===== src/pel_config.svh =====
// Processing line sizes
`ifndef PEL_CONFIG_SVH
`define PEL_CONFIG_SVH

// ========================================================================
// Datapath widths
// ========================================================================

// Signed activation and weight width
`define DATA_WIDTH 8

// Channels carried by one activation beat
`define BLOCK_DEPTH 4

// Partial sum width, product width plus growth headroom
`define PSUM_WIDTH (2 * `DATA_WIDTH + 4)

// Activation row index width
`define ROW_WIDTH 3

// ========================================================================
// Line geometry
// ========================================================================

// Columns per block, one per kernel row
`define KERNEL_SIZE 3

// Blocks chained in the line
`define NUMPEB 2

// Output rows held in each partial-sum buffer
`define LENPSUM 4

`endif

===== src/pel_pkg.sv =====
// Processing line types
`default_nettype none

`include "pel_config.svh"

package pel_pkg;

    // ====================================================================
    // Scalar and vector types
    // ====================================================================

    // One signed activation or weight
    typedef logic signed [`DATA_WIDTH-1:0] data_t;

    // Signed partial sum
    typedef logic signed [`PSUM_WIDTH-1:0] psum_t;

    // Nonzero flags, one per channel
    typedef logic [`BLOCK_DEPTH-1:0] flag_t;

    // Channel values, channel 0 in the low byte
    typedef logic [`DATA_WIDTH*`BLOCK_DEPTH-1:0] act_vec_t;

    // Activation row index and buffer addressing
    typedef logic [`ROW_WIDTH-1:0] row_idx_t;
    typedef logic [$clog2(`LENPSUM)-1:0] psum_addr_t;
    typedef logic [$clog2(`NUMPEB)-1:0] peb_sel_t;

    // ====================================================================
    // Bundles
    // ====================================================================

    // One activation beat as it travels along the line
    typedef struct packed {
        logic     frt_blk;
        logic     frt_act_row;
        logic     val_psum;
        flag_t    flg;
        act_vec_t act;
    } act_beat_t;

    // One weight row for a single column
    typedef struct packed {
        flag_t    flg;
        act_vec_t wei;
    } wei_row_t;

endpackage

`default_nettype wire


===== src/peb.sv =====
// Processing block
`timescale 1ns/100ps
`default_nettype none

`include "pel_config.svh"

module peb (
    input  logic                      clk,
    input  logic                      rst,
    input  logic                      fnh_frm,
    input  logic [`KERNEL_SIZE-1:0]   rdy_wei,
    output logic [`KERNEL_SIZE-1:0]   get_wei,
    input  pel_pkg::wei_row_t         wei,
    input  pel_pkg::act_beat_t        lst_beat,
    input  logic                      lst_rdy_act,
    output logic                      lst_get_act,
    output pel_pkg::act_beat_t        nxt_beat,
    output logic                      nxt_rdy_act,
    input  logic                      nxt_get_act,
    input  pel_pkg::psum_addr_t       addr_rd,
    output pel_pkg::psum_t            rd_dat
);

    logic [`KERNEL_SIZE-1:0] col_loaded;
    pel_pkg::psum_t          prod     [`KERNEL_SIZE];
    logic                    take;
    logic                    clr;
    pel_pkg::row_idx_t       row_q;
    pel_pkg::row_idx_t       cur_row;
    pel_pkg::psum_t          psum_q   [`LENPSUM];
    pel_pkg::psum_t          psum_nxt [`LENPSUM];
    pel_pkg::act_beat_t      fwd_beat;
    logic                    fwd_vld;

    // ====================================================================
    // Columns, column k holds kernel row k
    // ====================================================================

    for (genvar k = 0; k < `KERNEL_SIZE; k++) begin : g_col
        pec u_pec (
            .clk     (clk),
            .rst     (rst),
            .fnh_frm (fnh_frm),
            .rdy_wei (rdy_wei[k]),
            .get_wei (get_wei[k]),
            .wei     (wei),
            .loaded  (col_loaded[k]),
            .act     (lst_beat.act),
            .act_flg (lst_beat.flg),
            .prod    (prod[k])
        );
    end

    // ====================================================================
    // Acceptance and row tracking
    // ====================================================================

    // All weights present and forward slot free or draining
    assign lst_get_act = (&col_loaded) && (!fwd_vld || nxt_get_act);
    assign take        = lst_rdy_act && lst_get_act;

    // Row index of the incoming beat
    assign cur_row = lst_beat.frt_act_row ? '0 : row_q + 1'b1;

    // First row of a first channel block starts fresh sums
    assign clr = lst_beat.frt_blk && lst_beat.frt_act_row;

    always_ff @(posedge clk) begin
        if (rst) begin
            row_q <= '0;
        end else if (take) begin
            row_q <= cur_row;
        end
    end

    // ====================================================================
    // Partial-sum buffer
    // ====================================================================

    // Column k lands on output row cur_row - k
    always_comb begin
        for (int e = 0; e < `LENPSUM; e++) begin
            psum_nxt[e] = clr ? '0 : psum_q[e];
            for (int k = 0; k < `KERNEL_SIZE; k++) begin
                if (lst_beat.val_psum && int'(cur_row) == e + k) begin
                    psum_nxt[e] = psum_nxt[e] + prod[k];
                end
            end
        end
    end

    always_ff @(posedge clk) begin
        if (rst) begin
            for (int e = 0; e < `LENPSUM; e++) begin
                psum_q[e] <= '0;
            end
        end else if (take) begin
            psum_q <= psum_nxt;
        end
    end

    // Registered read for the pooling stage
    always_ff @(posedge clk) begin
        rd_dat <= psum_q[addr_rd];
    end

    // ====================================================================
    // Forwarding stage
    // ====================================================================

    always_ff @(posedge clk) begin
        if (rst) begin
            fwd_vld <= 1'b0;
        end else if (take) begin
            fwd_vld <= 1'b1;
        end else if (nxt_get_act) begin
            fwd_vld <= 1'b0;
        end
    end

    // Beat payload, held under back-pressure
    always_ff @(posedge clk) begin
        if (take) begin
            fwd_beat <= lst_beat;
        end
    end

    assign nxt_beat    = fwd_beat;
    assign nxt_rdy_act = fwd_vld;

    // Accepted beats only meet columns that have stopped asking for weights
    a_take_loaded : assert property (
        @(posedge clk) disable iff (rst)
        take |-> (get_wei == '0)
    );

endmodule

`default_nettype wire


===== src/pec.sv =====
// Processing column
`timescale 1ns/100ps
`default_nettype none

`include "pel_config.svh"

module pec (
    input  logic               clk,
    input  logic               rst,
    input  logic               fnh_frm,
    input  logic               rdy_wei,
    output logic               get_wei,
    input  pel_pkg::wei_row_t  wei,
    output logic               loaded,
    input  pel_pkg::act_vec_t  act,
    input  pel_pkg::flag_t     act_flg,
    output pel_pkg::psum_t     prod
);

    // ====================================================================
    // Weight row register
    // ====================================================================

    pel_pkg::wei_row_t wei_q;
    logic              loaded_q;
    logic              load;

    // Column asks for a row while empty
    assign get_wei = !loaded_q;
    assign loaded  = loaded_q;

    // rdy/get transfer
    assign load = rdy_wei && get_wei;

    // Loaded flag, emptied at frame end
    always_ff @(posedge clk) begin
        if (rst) begin
            loaded_q <= 1'b0;
        end else if (fnh_frm) begin
            loaded_q <= 1'b0;
        end else if (load) begin
            loaded_q <= 1'b1;
        end
    end

    // Row payload
    always_ff @(posedge clk) begin
        if (load) begin
            wei_q <= wei;
        end
    end

    // ====================================================================
    // Flag-masked dot product
    // ====================================================================

    always_comb begin : dot
        pel_pkg::psum_t acc;
        pel_pkg::data_t a_ch;
        pel_pkg::data_t w_ch;
        acc = '0;
        for (int c = 0; c < `BLOCK_DEPTH; c++) begin
            a_ch = act[c*`DATA_WIDTH +: `DATA_WIDTH];
            w_ch = wei_q.wei[c*`DATA_WIDTH +: `DATA_WIDTH];
            // Skip channel unless both values are nonzero
            if (act_flg[c] && wei_q.flg[c]) begin
                acc = acc + a_ch * w_ch;
            end
        end
        prod = acc;
    end

    // ====================================================================
    // Checks
    // ====================================================================

    // Once loaded, no further row is taken until the frame finishes
    a_no_reload : assert property (
        @(posedge clk) disable iff (rst)
        (load && !fnh_frm) |=> (!load until fnh_frm)
    );

endmodule

`default_nettype wire


===== config.mk =====
export PLATFORM = sky130hd
export DESIGN_NAME = peb
export DESIGN_NICKNAME = d
export VERILOG_FILES = /design/src/pel_pkg.sv /design/src/peb.sv /design/src/pec.sv
export VERILOG_INCLUDE_DIRS = /design/src
export SDC_FILE = /design/constraint.sdc
export NUM_CORES = 2
export LEC_CHECK = 0
export BUFFER_PORTS_ARGS = -buffer_cell sky130_fd_sc_hd__buf_4
export CAP_MARGIN = 20
export CORE_ASPECT_RATIO = 1.1
export CORE_MARGIN = 1.5
export CORE_UTILIZATION = 50
export DETAILED_ROUTE_END_ITERATION = 10
export GPL_TIMING_DRIVEN = 0
export MAX_ROUTING_LAYER = met4
export PLACE_DENSITY = 0.66
export SYNTH_ARGS = -nofsm -noshare
export SYNTH_HDL_FRONTEND = slang
export SYNTH_SLANG_ARGS = --single-unit

===== constraint.sdc =====
create_clock -name clk -period 16.7 [get_ports clk]
set_clock_uncertainty 0.15 [all_clocks]
set_input_delay 1.67 -clock clk [delete_from_list [all_inputs] [get_ports clk]]
set_output_delay 1.67 -clock clk [all_outputs]
set_load 0.05 [all_outputs]

==> flow_metrics.py <==
metrics = {
    "setup_path": {
        "start_kind": "input pin",
        "critical_path_arrival_ps": 15980,
        "worst_path_most_repeated_cell": "sky130_fd_sc_hd__ha_1",
        "critical_path_peak_fanout": 10,
        "data_required_time_at_the_worst_endpoint_ps": 17020,
        "crit_slowest_cell": "sky130_fd_sc_hd__o41ai_1",
        "timing.critical_path.max_delay_family": "compound AO/OA/AOI/OAI gates",
        "cp.buffers_inverters": 7,
        "crit_start": "lst_beat[7]",
        "worst_path_largest_cell_delay_ps": 780,
        "critical_path.reg2reg.startpoint": "g_col[0].u_pec.wei_q[2]",
        "setup.worst_path.end_class": "flop",
        "crit_type": "input pin to flop",
    },
    "logic_synthesis": {
        "synth_ff_type": "sky130_fd_sc_hd__edfxtp_1",
        "postSynthRegisterBits": 254,
        "asyncSetResetFlopFracSynth": 0,
        "summed_instance_area_of_the_synthesized_netlist_sq_um": 59400,
        "synth-warning-count": 0,
        "mappedNetlistNets": 8601,
        "number_of_enable_type_register_cells_in_the_synthesized_netlist": 147,
        "synth_seq_area_share": 0.110,
        "netlist_instances": 7102,
        "synth.distinct_cells": 98,
        "synthesis.area_per_instance_sq_um": 8.36,
    },
    "clock_network": {
        "cts_hold_repair.buffers": 0,
        "worst_setup_hold_path_clk_slew_ps": 60,
        "clock-sinks": 254,
        "cts_setup_buffers": 0,
        "insertion_delay_ps": 630,
        "clock_tree.root_cell": "sky130_fd_sc_hd__clkbuf_16",
        "cts_buffer_count": 37,
        "post_cts_resize_count": 0,
        "cts_tree": "done",
        "clk_path_buf_depth": 3,
        "htreeDepth": 2,
    },
    "grt": {
        "grt.overflow.total": 0,
        "grt_max_degree": 27,
        "first_pass_grt_wire_length_mm": 296,
        "via_count_of_the_first_global_routing_pass": 52357,
        "groute.usage.overall": 0.328,
        "initial_antenna_violation_count": 4,
    },
    "placed_design": {
        "post-dp-hpwl_mm": 160,
        "place_congestion": 1.03,
        "portBuffers": 146,
    },
    "timing": {
        "slew_violations": 0,
        "max_slew_margin": 0.0963,
        "worst-slew-pin-transition_ps": 1360,
        "fin_crit_sh": 0.937,
        "setup_viol": 0,
        "clock.fmax_mhz": 63.9,
        "min_period_ps": 15660,
        "final.setup.tns_ps": 0,
        "unrepaired_setup_endpoints_after_global_routing": "no",
        "finalHoldViolCount": 0,
    },
    "floorplan": {
        "core-area_sq_um": 118000,
        "initial_core_utilization": 0.504,
        "number_of_rows_created_at_floorplan": 132,
        "pin_count": 149,
        "floorplan.die.height_microns": 365,
        "die_area_sq_um": 121000,
        "die_w_microns": 332,
    },
    "status": {
        "outcome": "complete, no violations",
    },
    "layout": {
        "final_util": 0.543,
        "final_nets": 8807,
        "mostFrequentLayoutCell": "sky130_fd_sc_hd__inv_1",
        "post_route_cells_drive_above_1_share": 0.0487,
        "areaGrowthSynthToFinish_pct": 7.72,
        "mostFrequentLayoutCells": "sky130_fd_sc_hd__inv_1 (1058), sky130_fd_sc_hd__ha_1 (733), sky130_fd_sc_hd__fa_1 (681)",
    },
    "route": {
        "drt.antenna.violating_nets": 0,
        "drt_pass1_iterations": 5,
        "detailroute.wirelength.met2_mm": 93.8,
        "detail_route.drc_violations": 0,
        "route.vias.total": 51244,
        "routedLengthMet1_mm": 73.2,
        "dr_wl_met3_mm": 11.2,
        "first_iter_violations": 3557,
        "detail_route.wl_per_cell_microns": 21.6,
        "route.detailed.vias_per_inst": 5.77,
        "top_layer_used": "met4",
        "wirelength_mm": 192,
    },
    "min_path": {
        "hold_path.startpoint": "row_q[1]",
        "hold_path_class": "flop to flop",
    },
    "job": {
        "max-cap-violations": 0,
    },
}
-- layer usage --
metal	up-vias	track usage
li1	24030	-
met1	24980	0.366
met2	1703	0.566
met3	531	0.0370
met4	0	0.200
met5	-	-
-- stage by stage --
stage / instance area [sq um] / cells / hold WS, ps / worst slack [ps]
6_report: 64000 / 8876 / 317 / 1040
5_1_grt: 64000 / 8876 / 340 / 262
4_1_cts: 64000 / 8873 / 317 / 1380
3_5_place_dp: 62700 / 8808 / 309 / 738
3_3_place_gp: 62400 / 8789 / 302 / 684
2_1_floorplan: 59400 / 7102 / 286 / 3550
-- final cells by class --
cell class / instances / area (sq um)
fill: 11078 / 53800
clock inverter: 23 / 317
clock buffer: 42 / 965
buffer: 201 / 771
tap: 1541 / 1930
inverter: 1059 / 3980
sequential: 254 / 6560
antenna: 1 / 2.50
multi-input combinational: 5588 / 48100
timing repair buffer: 167 / 1340
-- sequential cells by signal (all words and copies together) (netlist names) --
name                  count
g_col.u_pec.dot.w_ch     24
g_col.u_pec.loaded        3
g_col.u_pec.wei_q        84
nxt_beat                 39
nxt_rdy_act               1
psum_q                   80
rd_dat                   20
row_q                     3
-- synthesized netlist by cell type, types with 20 or more instances --
master                     count  area, sq um
sky130_fd_sc_hd__nand2_1     642         2410
sky130_fd_sc_hd__nor3_1      163          816
sky130_fd_sc_hd__dfxtp_1     107         2140
sky130_fd_sc_hd__mux2_2       47          529
sky130_fd_sc_hd__ha_1        733         9170
sky130_fd_sc_hd__o211ai_1     26          195
sky130_fd_sc_hd__and2_1      520         3250
sky130_fd_sc_hd__and3_1       57          357
sky130_fd_sc_hd__o21ai_0     312         1560
sky130_fd_sc_hd__o21bai_1     82          616
sky130_fd_sc_hd__nand3_1      61          305
sky130_fd_sc_hd__a31oi_1      39          244
sky130_fd_sc_hd__xor2_1      140         1230
sky130_fd_sc_hd__a21oi_1     397         1990
sky130_fd_sc_hd__o21a_1       60          450
sky130_fd_sc_hd__a211oi_1    105          788
sky130_fd_sc_hd__nor2_1      467         1750
sky130_fd_sc_hd__nor2b_1      53          332
sky130_fd_sc_hd__fa_1        681        13600
sky130_fd_sc_hd__mux4_2       20          450
sky130_fd_sc_hd__edfxtp_1    147         4410
sky130_fd_sc_hd__or3_1        34          213
sky130_fd_sc_hd__inv_1      1058         3970
sky130_fd_sc_hd__xnor2_1     350         3070
sky130_fd_sc_hd__clkbuf_1    186          698
sky130_fd_sc_hd__a21o_1      115          863
sky130_fd_sc_hd__nand2b_1    130          813
sky130_fd_sc_hd__o31ai_1      34          255
sky130_fd_sc_hd__a211o_1      20          175
-- tightest hold or removal path: cells and delay by family, from the launching register on --
family	cells	cell delay, ps
DFF	1	320
and+or+nand+nor	1	50
AOI/OAI and AO/OA	1	50
-- logic make-up after synthesis --
kind of cell	Yosys count	share of synthesized area
flops	254	0.110
simple gates	2204	0.182
xor+xnor	493	0.0733
mux	85	0.0196
fa+ha+maj	1419	0.385
compound gates	1387	0.150
buf+inv	1260	0.0798
-- path summary, 6_finish.rpt --
check | to | slack [ps] | cells past startpoint
worst max register to register | psum_q[39] | 2060 | 55
worst min-delay path | row_q[1] | 320 | 2
worst min register to register | row_q[1] | 320 | 2
worst max-delay path | psum_q[39] | 1040 | 57
Power is left out: the tool's default activity adds up to more than one toggle a clock period on the data nets, which glitch-free logic cannot reach.
